===== config.mk =====
export PLATFORM = sky130hd
export DESIGN_NAME = legalizer_top
export DESIGN_NICKNAME = d
export VERILOG_FILES = /design/src/hw/legalizer_pkg.sv /design/src/hw/side_track_if.sv /design/src/hw/transfer_tracker.sv /design/src/hw/legalizer_ctrl.sv /design/src/hw/burst_former.sv /design/src/hw/legalizer_top.sv
export SDC_FILE = /design/constraint.sdc
export NUM_CORES = 1
export LEC_CHECK = 0
export ABC_AREA = 0
export BUFFER_PORTS_ARGS = -buffer_cell sky130_fd_sc_hd__buf_2
export CAP_MARGIN = 20
export CORE_MARGIN = 5
export CORE_UTILIZATION = 35
export CTS_CLUSTER_DIAMETER = 120
export DETAILED_ROUTE_END_ITERATION = 10
export HOLD_SLACK_MARGIN = 0.03
export MAX_ROUTING_LAYER = met4
export PLACE_DENSITY_LB_ADDON = 0.3
export SLEW_MARGIN = 10
export SYNTH_ARGS = -nofsm -noshare
export SYNTH_HDL_FRONTEND = slang
export SYNTH_SLANG_ARGS = --single-unit
export TNS_END_PERCENT = 100

===== constraint.sdc =====
create_clock -name clk_i -period 15.3 [get_ports clk_i]
set_input_delay 1.53 -clock clk_i [delete_from_list [all_inputs] [get_ports clk_i]]
set_output_delay 1.53 -clock clk_i [all_outputs]
set_load 0.01 [all_outputs]

===== src/hw/legalizer_pkg.sv =====
// Shared constants and types of the 1D transfer legalizer
// Bus, address and length widths
// Page size used as the burst limit
// Burst descriptor struct and controller mode encoding

package legalizer_pkg;

    // ------------------------------------------------------------------
    // Bus geometry
    // ------------------------------------------------------------------
    localparam int unsigned DATA_WIDTH   = 64;
    // Bytes per beat
    localparam int unsigned STRB_WIDTH   = DATA_WIDTH / 8;
    // Byte-in-beat index bits
    localparam int unsigned OFFSET_WIDTH = $clog2(STRB_WIDTH);
    localparam int unsigned ADDR_WIDTH   = 32;
    localparam int unsigned LEN_WIDTH    = 32;

    // ------------------------------------------------------------------
    // Page rule
    // ------------------------------------------------------------------
    // 256 beats, never more than 4 KiB
    localparam int unsigned PAGE_SIZE =
        (256 * STRB_WIDTH > 4096) ? 4096 : 256 * STRB_WIDTH;
    // Byte offset within one page
    localparam int unsigned PAGE_ADDR_WIDTH = $clog2(PAGE_SIZE);

    typedef logic [ADDR_WIDTH-1:0]    addr_t;
    typedef logic [LEN_WIDTH-1:0]     len_t;
    typedef logic [OFFSET_WIDTH-1:0]  offset_t;
    // One extra bit so a full page fits
    typedef logic [PAGE_ADDR_WIDTH:0] page_len_t;
    // Beats minus one
    typedef logic [7:0]               beats_t;

    // Per-burst descriptor, 47 bits
    typedef struct packed {
        addr_t   addr;
        beats_t  len;
        offset_t offset;
        offset_t tailer;
        logic    is_single;
    } burst_t;

    // Controller state
    typedef enum logic [1:0] {
        IDLE      = 2'd0,
        COUPLED   = 2'd1,
        DECOUPLED = 2'd2
    } mode_e;

endpackage


===== src/hw/side_track_if.sv =====
// Bundle of one side's tracker state and its step control
// Modports for the tracker, the controller and the burst former

`timescale 1ns/1ps

interface side_track_if;

    // Tracker state
    logic                      valid;
    legalizer_pkg::addr_t      addr;
    legalizer_pkg::len_t       length;
    // Bytes up to the next page boundary
    legalizer_pkg::page_len_t  to_pb;

    // Controller decisions
    // Bytes granted in this step
    legalizer_pkg::page_len_t  chunk;
    logic                      done;
    logic                      step;
    // Kill of the active transfer
    logic                      clear;

    modport tracker (
        output valid, addr, length, to_pb,
        input  chunk, done, step, clear
    );

    modport ctrl (
        input  valid, length, to_pb,
        output chunk, done, step, clear
    );

    // View used when forming the burst fields
    modport former (
        input  addr, chunk
    );

endinterface


===== src/hw/transfer_tracker.sv =====
// Per-side transfer state of the legalizer
// Remaining length, current address and a valid bit
// Distance from the current address to the next page boundary

`timescale 1ns/1ps

module transfer_tracker (
    input  logic                 clk_i,
    input  logic                 arst_n_i,
    // New transfer from the request port
    input  logic                 load_i,
    input  legalizer_pkg::addr_t load_addr_i,
    input  legalizer_pkg::len_t  load_len_i,
    side_track_if.tracker        trk
);

    logic                 valid_q;
    legalizer_pkg::len_t  len_q;
    legalizer_pkg::addr_t addr_q;

    // Chunk widened to the address and length widths
    legalizer_pkg::addr_t chunk_addr;
    legalizer_pkg::len_t  chunk_len;

    // Byte position inside the current page
    logic [legalizer_pkg::PAGE_ADDR_WIDTH-1:0] page_off;

    assign chunk_addr = legalizer_pkg::addr_t'(trk.chunk);
    assign chunk_len  = legalizer_pkg::len_t'(trk.chunk);

    // ------------------------------------------------------------------
    // Control state
    // ------------------------------------------------------------------
    // Priority is load, then clear, then step
    always_ff @(posedge clk_i or negedge arst_n_i) begin
        if (!arst_n_i) begin
            valid_q <= 1'b0;
            len_q   <= '0;
        end else if (load_i) begin
            valid_q <= 1'b1;
            len_q   <= load_len_i;
        end else if (trk.clear) begin
            valid_q <= 1'b0;
            len_q   <= '0;
        end else if (trk.step) begin
            if (trk.done) begin
                // Last burst of this side taken
                valid_q <= 1'b0;
                len_q   <= '0;
            end else begin
                len_q   <= len_q - chunk_len;
            end
        end
    end

    // Current address, moves forward by each granted chunk
    always_ff @(posedge clk_i) begin
        if (load_i) begin
            addr_q <= load_addr_i;
        end else if (trk.step && !trk.clear && !trk.done) begin
            addr_q <= addr_q + chunk_addr;
        end
    end

    // ------------------------------------------------------------------
    // Page boundary distance
    // ------------------------------------------------------------------
    assign page_off  = addr_q[legalizer_pkg::PAGE_ADDR_WIDTH-1:0];
    // Full page when sitting on a boundary
    assign trk.to_pb = legalizer_pkg::page_len_t'(legalizer_pkg::PAGE_SIZE)
                     - {1'b0, page_off};

    assign trk.valid  = valid_q;
    assign trk.addr   = addr_q;
    assign trk.length = len_q;

endmodule


===== src/hw/legalizer_ctrl.sv =====
// Mode FSM and flow control of the legalizer
// Chunk selection for coupled and decoupled splitting
// Step enables, gated valids, request ready and kill

`timescale 1ns/1ps

module legalizer_ctrl (
    input  logic       clk_i,
    input  logic       arst_n_i,
    input  logic       decouple_i,
    input  logic       req_valid_i,
    output logic       req_ready_o,
    input  logic       r_ready_i,
    input  logic       w_ready_i,
    input  logic       flush_i,
    input  logic       kill_i,
    output logic       r_valid_o,
    output logic       w_valid_o,
    side_track_if.ctrl rd,
    side_track_if.ctrl wr
);

    legalizer_pkg::mode_e     mode_q;
    legalizer_pkg::mode_e     mode_d;
    logic                     decoupled;
    legalizer_pkg::page_len_t c_to_pb;
    legalizer_pkg::page_len_t r_possible;
    legalizer_pkg::page_len_t w_possible;
    logic                     r_go;
    logic                     w_go;
    logic                     accept;
    logic                     r_empty_next;
    logic                     w_empty_next;

    assign decoupled = (mode_q == legalizer_pkg::DECOUPLED);

    // ------------------------------------------------------------------
    // Chunk selection
    // ------------------------------------------------------------------
    // Nearer boundary of both sides
    assign c_to_pb    = (rd.to_pb > wr.to_pb) ? wr.to_pb : rd.to_pb;
    assign r_possible = decoupled ? rd.to_pb : c_to_pb;
    assign w_possible = decoupled ? wr.to_pb : c_to_pb;

    // Capped by what is left
    assign rd.chunk = (rd.length > legalizer_pkg::len_t'(r_possible)) ?
                      r_possible : legalizer_pkg::page_len_t'(rd.length);
    assign wr.chunk = (wr.length > legalizer_pkg::len_t'(w_possible)) ?
                      w_possible : legalizer_pkg::page_len_t'(wr.length);

    // Remainder fits in this chunk, or nothing active
    assign rd.done = !rd.valid || (rd.length <= legalizer_pkg::len_t'(r_possible));
    assign wr.done = !wr.valid || (wr.length <= legalizer_pkg::len_t'(w_possible));

    // ------------------------------------------------------------------
    // Flow control
    // ------------------------------------------------------------------
    // Coupled sides wait on both readies
    assign r_go = decoupled ? r_ready_i : (r_ready_i & w_ready_i);
    assign w_go = decoupled ? w_ready_i : (r_ready_i & w_ready_i);

    assign r_valid_o = rd.valid & r_go & !flush_i;
    assign w_valid_o = wr.valid & w_go & !flush_i;

    // A presented burst is taken, so its side moves on
    assign rd.step = r_valid_o;
    assign wr.step = w_valid_o;

    assign rd.clear = kill_i;
    assign wr.clear = kill_i;

    // Kill frees both sides for the next request
    assign req_ready_o = (rd.done | kill_i) & (wr.done | kill_i)
                       & r_ready_i & w_ready_i & !flush_i;
    assign accept      = req_valid_i & req_ready_o;

    // Side empty after this edge
    assign r_empty_next = !rd.valid | (rd.step & rd.done) | kill_i;
    assign w_empty_next = !wr.valid | (wr.step & wr.done) | kill_i;

    // ------------------------------------------------------------------
    // Mode FSM
    // ------------------------------------------------------------------
    always_comb begin
        mode_d = mode_q;
        if (accept) begin
            // Decouple flag held for the whole transfer
            mode_d = decouple_i ? legalizer_pkg::DECOUPLED : legalizer_pkg::COUPLED;
        end else if (mode_q != legalizer_pkg::IDLE && r_empty_next && w_empty_next) begin
            mode_d = legalizer_pkg::IDLE;
        end
    end

    always_ff @(posedge clk_i or negedge arst_n_i) begin
        if (!arst_n_i) begin
            mode_q <= legalizer_pkg::IDLE;
        end else begin
            mode_q <= mode_d;
        end
    end

endmodule


===== src/hw/burst_former.sv =====
// Burst field arithmetic for one side
// Beat-aligned address, beat count, start and tail offsets
// Single-beat flag

`timescale 1ns/1ps

module burst_former (
    input  legalizer_pkg::addr_t     addr_i,
    input  legalizer_pkg::page_len_t bytes_i,
    output legalizer_pkg::burst_t    burst_o
);

    legalizer_pkg::offset_t   offset;
    // Span from the beat start to the end of the chunk
    legalizer_pkg::page_len_t span;
    // Index of the last byte relative to the beat start
    legalizer_pkg::page_len_t last_byte;
    legalizer_pkg::beats_t    beats;

    // Byte lane of the first byte
    assign offset = addr_i[legalizer_pkg::OFFSET_WIDTH-1:0];

    // Never beyond one page, so no overflow
    assign span      = bytes_i + legalizer_pkg::page_len_t'(offset);
    assign last_byte = span - legalizer_pkg::page_len_t'(1);

    // At most 256 beats inside a page
    assign beats = legalizer_pkg::beats_t'(last_byte >> legalizer_pkg::OFFSET_WIDTH);

    // ------------------------------------------------------------------
    // Descriptor
    // ------------------------------------------------------------------
    always_comb begin
        burst_o.addr      = {addr_i[legalizer_pkg::ADDR_WIDTH-1:legalizer_pkg::OFFSET_WIDTH],
                             {legalizer_pkg::OFFSET_WIDTH{1'b0}}};
        burst_o.len       = beats;
        burst_o.offset    = offset;
        // Zero when the chunk ends on a beat edge
        burst_o.tailer    = span[legalizer_pkg::OFFSET_WIDTH-1:0];
        burst_o.is_single = (beats == '0);
    end

endmodule


===== src/hw/legalizer_top.sv =====
// Top level of the 1D transfer legalizer
// Flat request, read burst and write burst ports
// Two side trackers, the controller and two burst formers

`timescale 1ns/1ps

module legalizer_top (
    input  logic                  clk_i,
    input  logic                  arst_n_i,

    // 1D request
    input  legalizer_pkg::len_t   req_length_i,
    input  legalizer_pkg::addr_t  req_src_addr_i,
    input  legalizer_pkg::addr_t  req_dst_addr_i,
    input  logic                  req_decouple_i,
    input  logic                  req_valid_i,
    output logic                  req_ready_o,

    // Read bursts
    output legalizer_pkg::burst_t r_burst_o,
    output logic                  r_valid_o,
    input  logic                  r_ready_i,

    // Write bursts
    output legalizer_pkg::burst_t w_burst_o,
    output logic                  w_valid_o,
    input  logic                  w_ready_i,
    output logic                  w_last_o,

    input  logic                  flush_i,
    input  logic                  kill_i,

    output logic                  r_busy_o,
    output logic                  w_busy_o
);

    logic load;

    side_track_if rd_if ();
    side_track_if wr_if ();

    // Request taken on this edge
    assign load = req_valid_i & req_ready_o;

    // ------------------------------------------------------------------
    // Side trackers
    // ------------------------------------------------------------------
    // Read side walks the source
    transfer_tracker u_rd_track (
        .clk_i       (clk_i),
        .arst_n_i    (arst_n_i),
        .load_i      (load),
        .load_addr_i (req_src_addr_i),
        .load_len_i  (req_length_i),
        .trk         (rd_if.tracker)
    );

    // Write side walks the destination
    transfer_tracker u_wr_track (
        .clk_i       (clk_i),
        .arst_n_i    (arst_n_i),
        .load_i      (load),
        .load_addr_i (req_dst_addr_i),
        .load_len_i  (req_length_i),
        .trk         (wr_if.tracker)
    );

    // ------------------------------------------------------------------
    // Controller
    // ------------------------------------------------------------------
    legalizer_ctrl u_ctrl (
        .clk_i       (clk_i),
        .arst_n_i    (arst_n_i),
        .decouple_i  (req_decouple_i),
        .req_valid_i (req_valid_i),
        .req_ready_o (req_ready_o),
        .r_ready_i   (r_ready_i),
        .w_ready_i   (w_ready_i),
        .flush_i     (flush_i),
        .kill_i      (kill_i),
        .r_valid_o   (r_valid_o),
        .w_valid_o   (w_valid_o),
        .rd          (rd_if.ctrl),
        .wr          (wr_if.ctrl)
    );

    // ------------------------------------------------------------------
    // Burst descriptors
    // ------------------------------------------------------------------
    burst_former u_rd_form (
        .addr_i  (rd_if.addr),
        .bytes_i (rd_if.chunk),
        .burst_o (r_burst_o)
    );

    burst_former u_wr_form (
        .addr_i  (wr_if.addr),
        .bytes_i (wr_if.chunk),
        .burst_o (w_burst_o)
    );

    assign r_busy_o = rd_if.valid;
    assign w_busy_o = wr_if.valid;

    // Final write burst of the transfer, low while idle
    assign w_last_o = wr_if.valid & wr_if.done;

endmodule


==> results.md <==
- Total negative slack: 0 ns
- Avg WL per Cell: 18.7 um
- CP Launch Point: u_rd_track.trk.addr[4]
- Yosys reg bits: 132
- Final HPWL DP: 29300 um
- Mean post-synth cell area: 8.20 um^2
- Setup ws final: 4.26 ns
- Initial antenna violation count: 3
- Starting DRT DRC Count: 907
- Port bufs: 197
- Htree depth: 4
- Gpl congestion: 0.908
- Post-route ant nets: 0
- Met1 wire length: 17400 um
- Gr usage total: 20.7%
- Max-slew violation count: 0
- FF-to-FF path depth: 31
- Final hold viol count: 0
- FF-to-FF End: u_wr_track.trk.length[23]
- Die Area: 36900 um^2
- Placed cell count: 2010
- Setup Buffers After CTS: 0
- Pin count of the biggest net entering global routing: slightly below 90
- RSZ-0062 raised after global routing: no
- Nets: roughly 1800
- I/O Pins: 204
- Fmax: 90.6 MHz
- CTS resizes: 0
- DRC: 0
- Crit path kind: reg -> out
- Vias per cell: 5.46
- Period utilization: 72.2%
- Area Overhead vs Synth: 16.5%
- Worst-path clk slew: 0.06 ns
- DRT Wirelength: 38300 um
- Design Power: 1940 uW
- Reg2reg start: u_rd_track.trk.addr[4]
- Area of the core: 32600 um^2
- CTS Sinks: 132
- Die Y: 192 um
- Post-synthesis instance total: 1414
- Slew HR: 29.2%
- Final Non-Filler Cells: around 2000
- Post-synth cell types: 73
- DR vias: 11170
- Minimum clock period: ~11 ns
- Worst-path fanout max: 20
- Drt first pass iters: 7
- Post-synth EDFFs: 64
- Starting Density: 35.6%
- Grt total ovfl: 0
- Worst-margin pin slew: 1.06 ns
- Hold Path Class: reg -> reg
- Post-Syn Area: 11600 um^2
- Worst setup path end: w_burst_o[0]
- Met2 wire length: 18000 um
- Met3 Routed Length: ~2100 um
- Max VDD drop: roughly 0.1 mV
- Chip width: ~190 um
- Vias in the first global route: ~10000
- Worst EP required: 13.77 ns
- Setup violations, final: 0
- Post-synth ARST share: between 50 and 60%
- Core Rows: 66
- Status: finished clean
- Synth Flop Type: dfrtp_1
- Hold path cells: 2
- Clk buf depth: 2
- Crit-path slowest cell: a2111oi_0
- PwrDens: 144 nW/um^2
- Critical path endpoint category: primary output
- DR top layer: met4
- Num CTS Buffers: 17
- Yosys warns: 0
- Clock Root Buffer: clkbuf_16
- Worst Path Arrival: 9.51 ns
- Share of layout cells above drive strength 1: between 10% and 20%
- Hold-fix buffers, CTS: 0
- Global-route wire length before repair: 58400 um
- Max Cap Violations: 0
- Final setup skew: 0.0119 ns
- Leakage Power: ~0.0058 uW
- Dpl ws: between 4 and 5 ns
- Clock latency at the later pin of the worst-skew pair: 0.43 ns
- Max stage delay on crit path: 0.76 ns
- R2R Setup Slk: 6.03 ns
- CTS tree: yes
- Register area share after synthesis: 31.2%
- Startpoint Class: flip-flop
==> worst min-delay path by stage <==
stage | from | endpoint
CTS | u_ctrl.mode_q[0] | u_ctrl.mode_q[0]
global route | u_ctrl.mode_q[0] | u_ctrl.mode_q[0]
detailed placement | u_ctrl.mode_q[0] | u_ctrl.mode_q[0]
global placement | u_ctrl.mode_q[0] | u_ctrl.mode_q[0]
finish | u_ctrl.mode_q[0] | u_ctrl.mode_q[0]
floorplan | u_rd_track.trk.length[14] | u_rd_track.trk.length[14]
==> cell usage after synthesis (11+ instances only) <==
cell,n,area (um^2)
nand2_1,153,574
o21ai_0,150,751
nor2_1,132,495
a21oi_1,102,510
inv_1,89,334
ha_1,86,1080
dfrtp_1,68,1700
xnor2_1,67,587
edfxtp_1,64,1920
clkbuf_1,45,169
xor2_1,44,385
nand3_1,31,155
nor3_1,30,150
a22oi_1,29,218
mux2_2,23,259
a21o_1,17,128
and3_1,17,106
nand4_1,17,106
or3_1,16,100
mux2i_1,15,150
nand2b_1,14,87.6
o211ai_1,14,105
a32oi_1,13,114
nor2b_1,13,81.3
a211oi_1,11,82.6
nor4_1,11,68.8
or4_1,11,82.6
==> logic make-up after synthesis <==
logic type / count (synthesis) / share of synthesized area, %
xor gates and xnor gates: 111 / 8.38
adders and majority gates: 90 / 9.97
buffers and inverters: 150 / 5.20
and+or+nand+nor: 484 / 20.2
other: 1 / 0.0323
muxes: 38 / 3.53
AOI/OAI and AO/OA: 408 / 21.5
DFF: 132 / 31.2
==> critical path: cells and delay by family, from the launching register on <==
kind	cells	cell delay, ns
AND/OR/NAND/NOR	14	4.64
AO/OA/AOI/OAI	6	1.63
adder cells (fa/ha/maj)	3	1.10
buffers and inverters	4	0.62
flip-flops	1	0.46
multiplexers	1	0.40
XOR/XNOR	1	0.21
==> flip-flops by register name, summed over array words and instances (netlist names) <==
signal	flops
u_ctrl.mode_q	2
u_rd_track.trk.addr	32
u_rd_track.trk.length	32
u_rd_track.trk.valid	1
u_wr_track.trk.addr	32
u_wr_track.trk.length	32
u_wr_track.trk.valid	1
==> layer usage <==
metal	GRT usage (%)	up-vias
met3	3.22	47
met2	32.1	316
li1	-	5459
met1	28.1	5348
met4	5.81	0
met5	-	-
==> power breakdown <==
group	internal, uW	switching (uW)
clock network	209	164
logic	441	684
registers	418	27.9
total	1070	876
==> placed cells by master, fill, tap and decap left out, types with 11 or more instances in the layout <==
master,instances
dfrtp_1,68
a22oi_1,29
xnor2_1,67
mux2i_1,15
o21ai_0,150
nor3_1,28
a21o_1,17
o211ai_1,14
nor2_1,130
nand2b_1,14
clkbuf_16,17
a211oi_1,11
mux2_2,23
nand3_1,31
ha_1,86
nor2b_1,13
a32oi_1,13
or3_1,16
buf_2,198
a21oi_1,102
nand2_1,152
and3_1,17
nand4_1,17
xor2_1,44
edfxtp_1,64
inv_1,89
or4_1,11
==> final cells by class <==
class / count / area, um^2
Tap cell: 442 / 553
Multi-Input combinational cell: 1137 / 7420
Sequential cell: 132 / 3620
Fill cell: 3341 / 19100
Clock buffer: 21 / 450
Clock inverter: 11 / 62.6
Inverter: 92 / 345
Antenna cell: 3 / 7.51
Timing Repair Buffer: 207 / 1060
==> through the flow <==
step	instance area, um^2	utilization [%]	hold slack (ns)
2_1_floorplan	11600	-	0.463
3_3_place_gp	13000	39.8	0.481
3_5_place_dp	13000	39.8	0.492
4_1_cts	13500	41.4	0.508
5_1_grt	13500	41.4	0.541
6_report	13500	41.4	0.510
No activity file was read; power rests on OpenSTA's default activity.
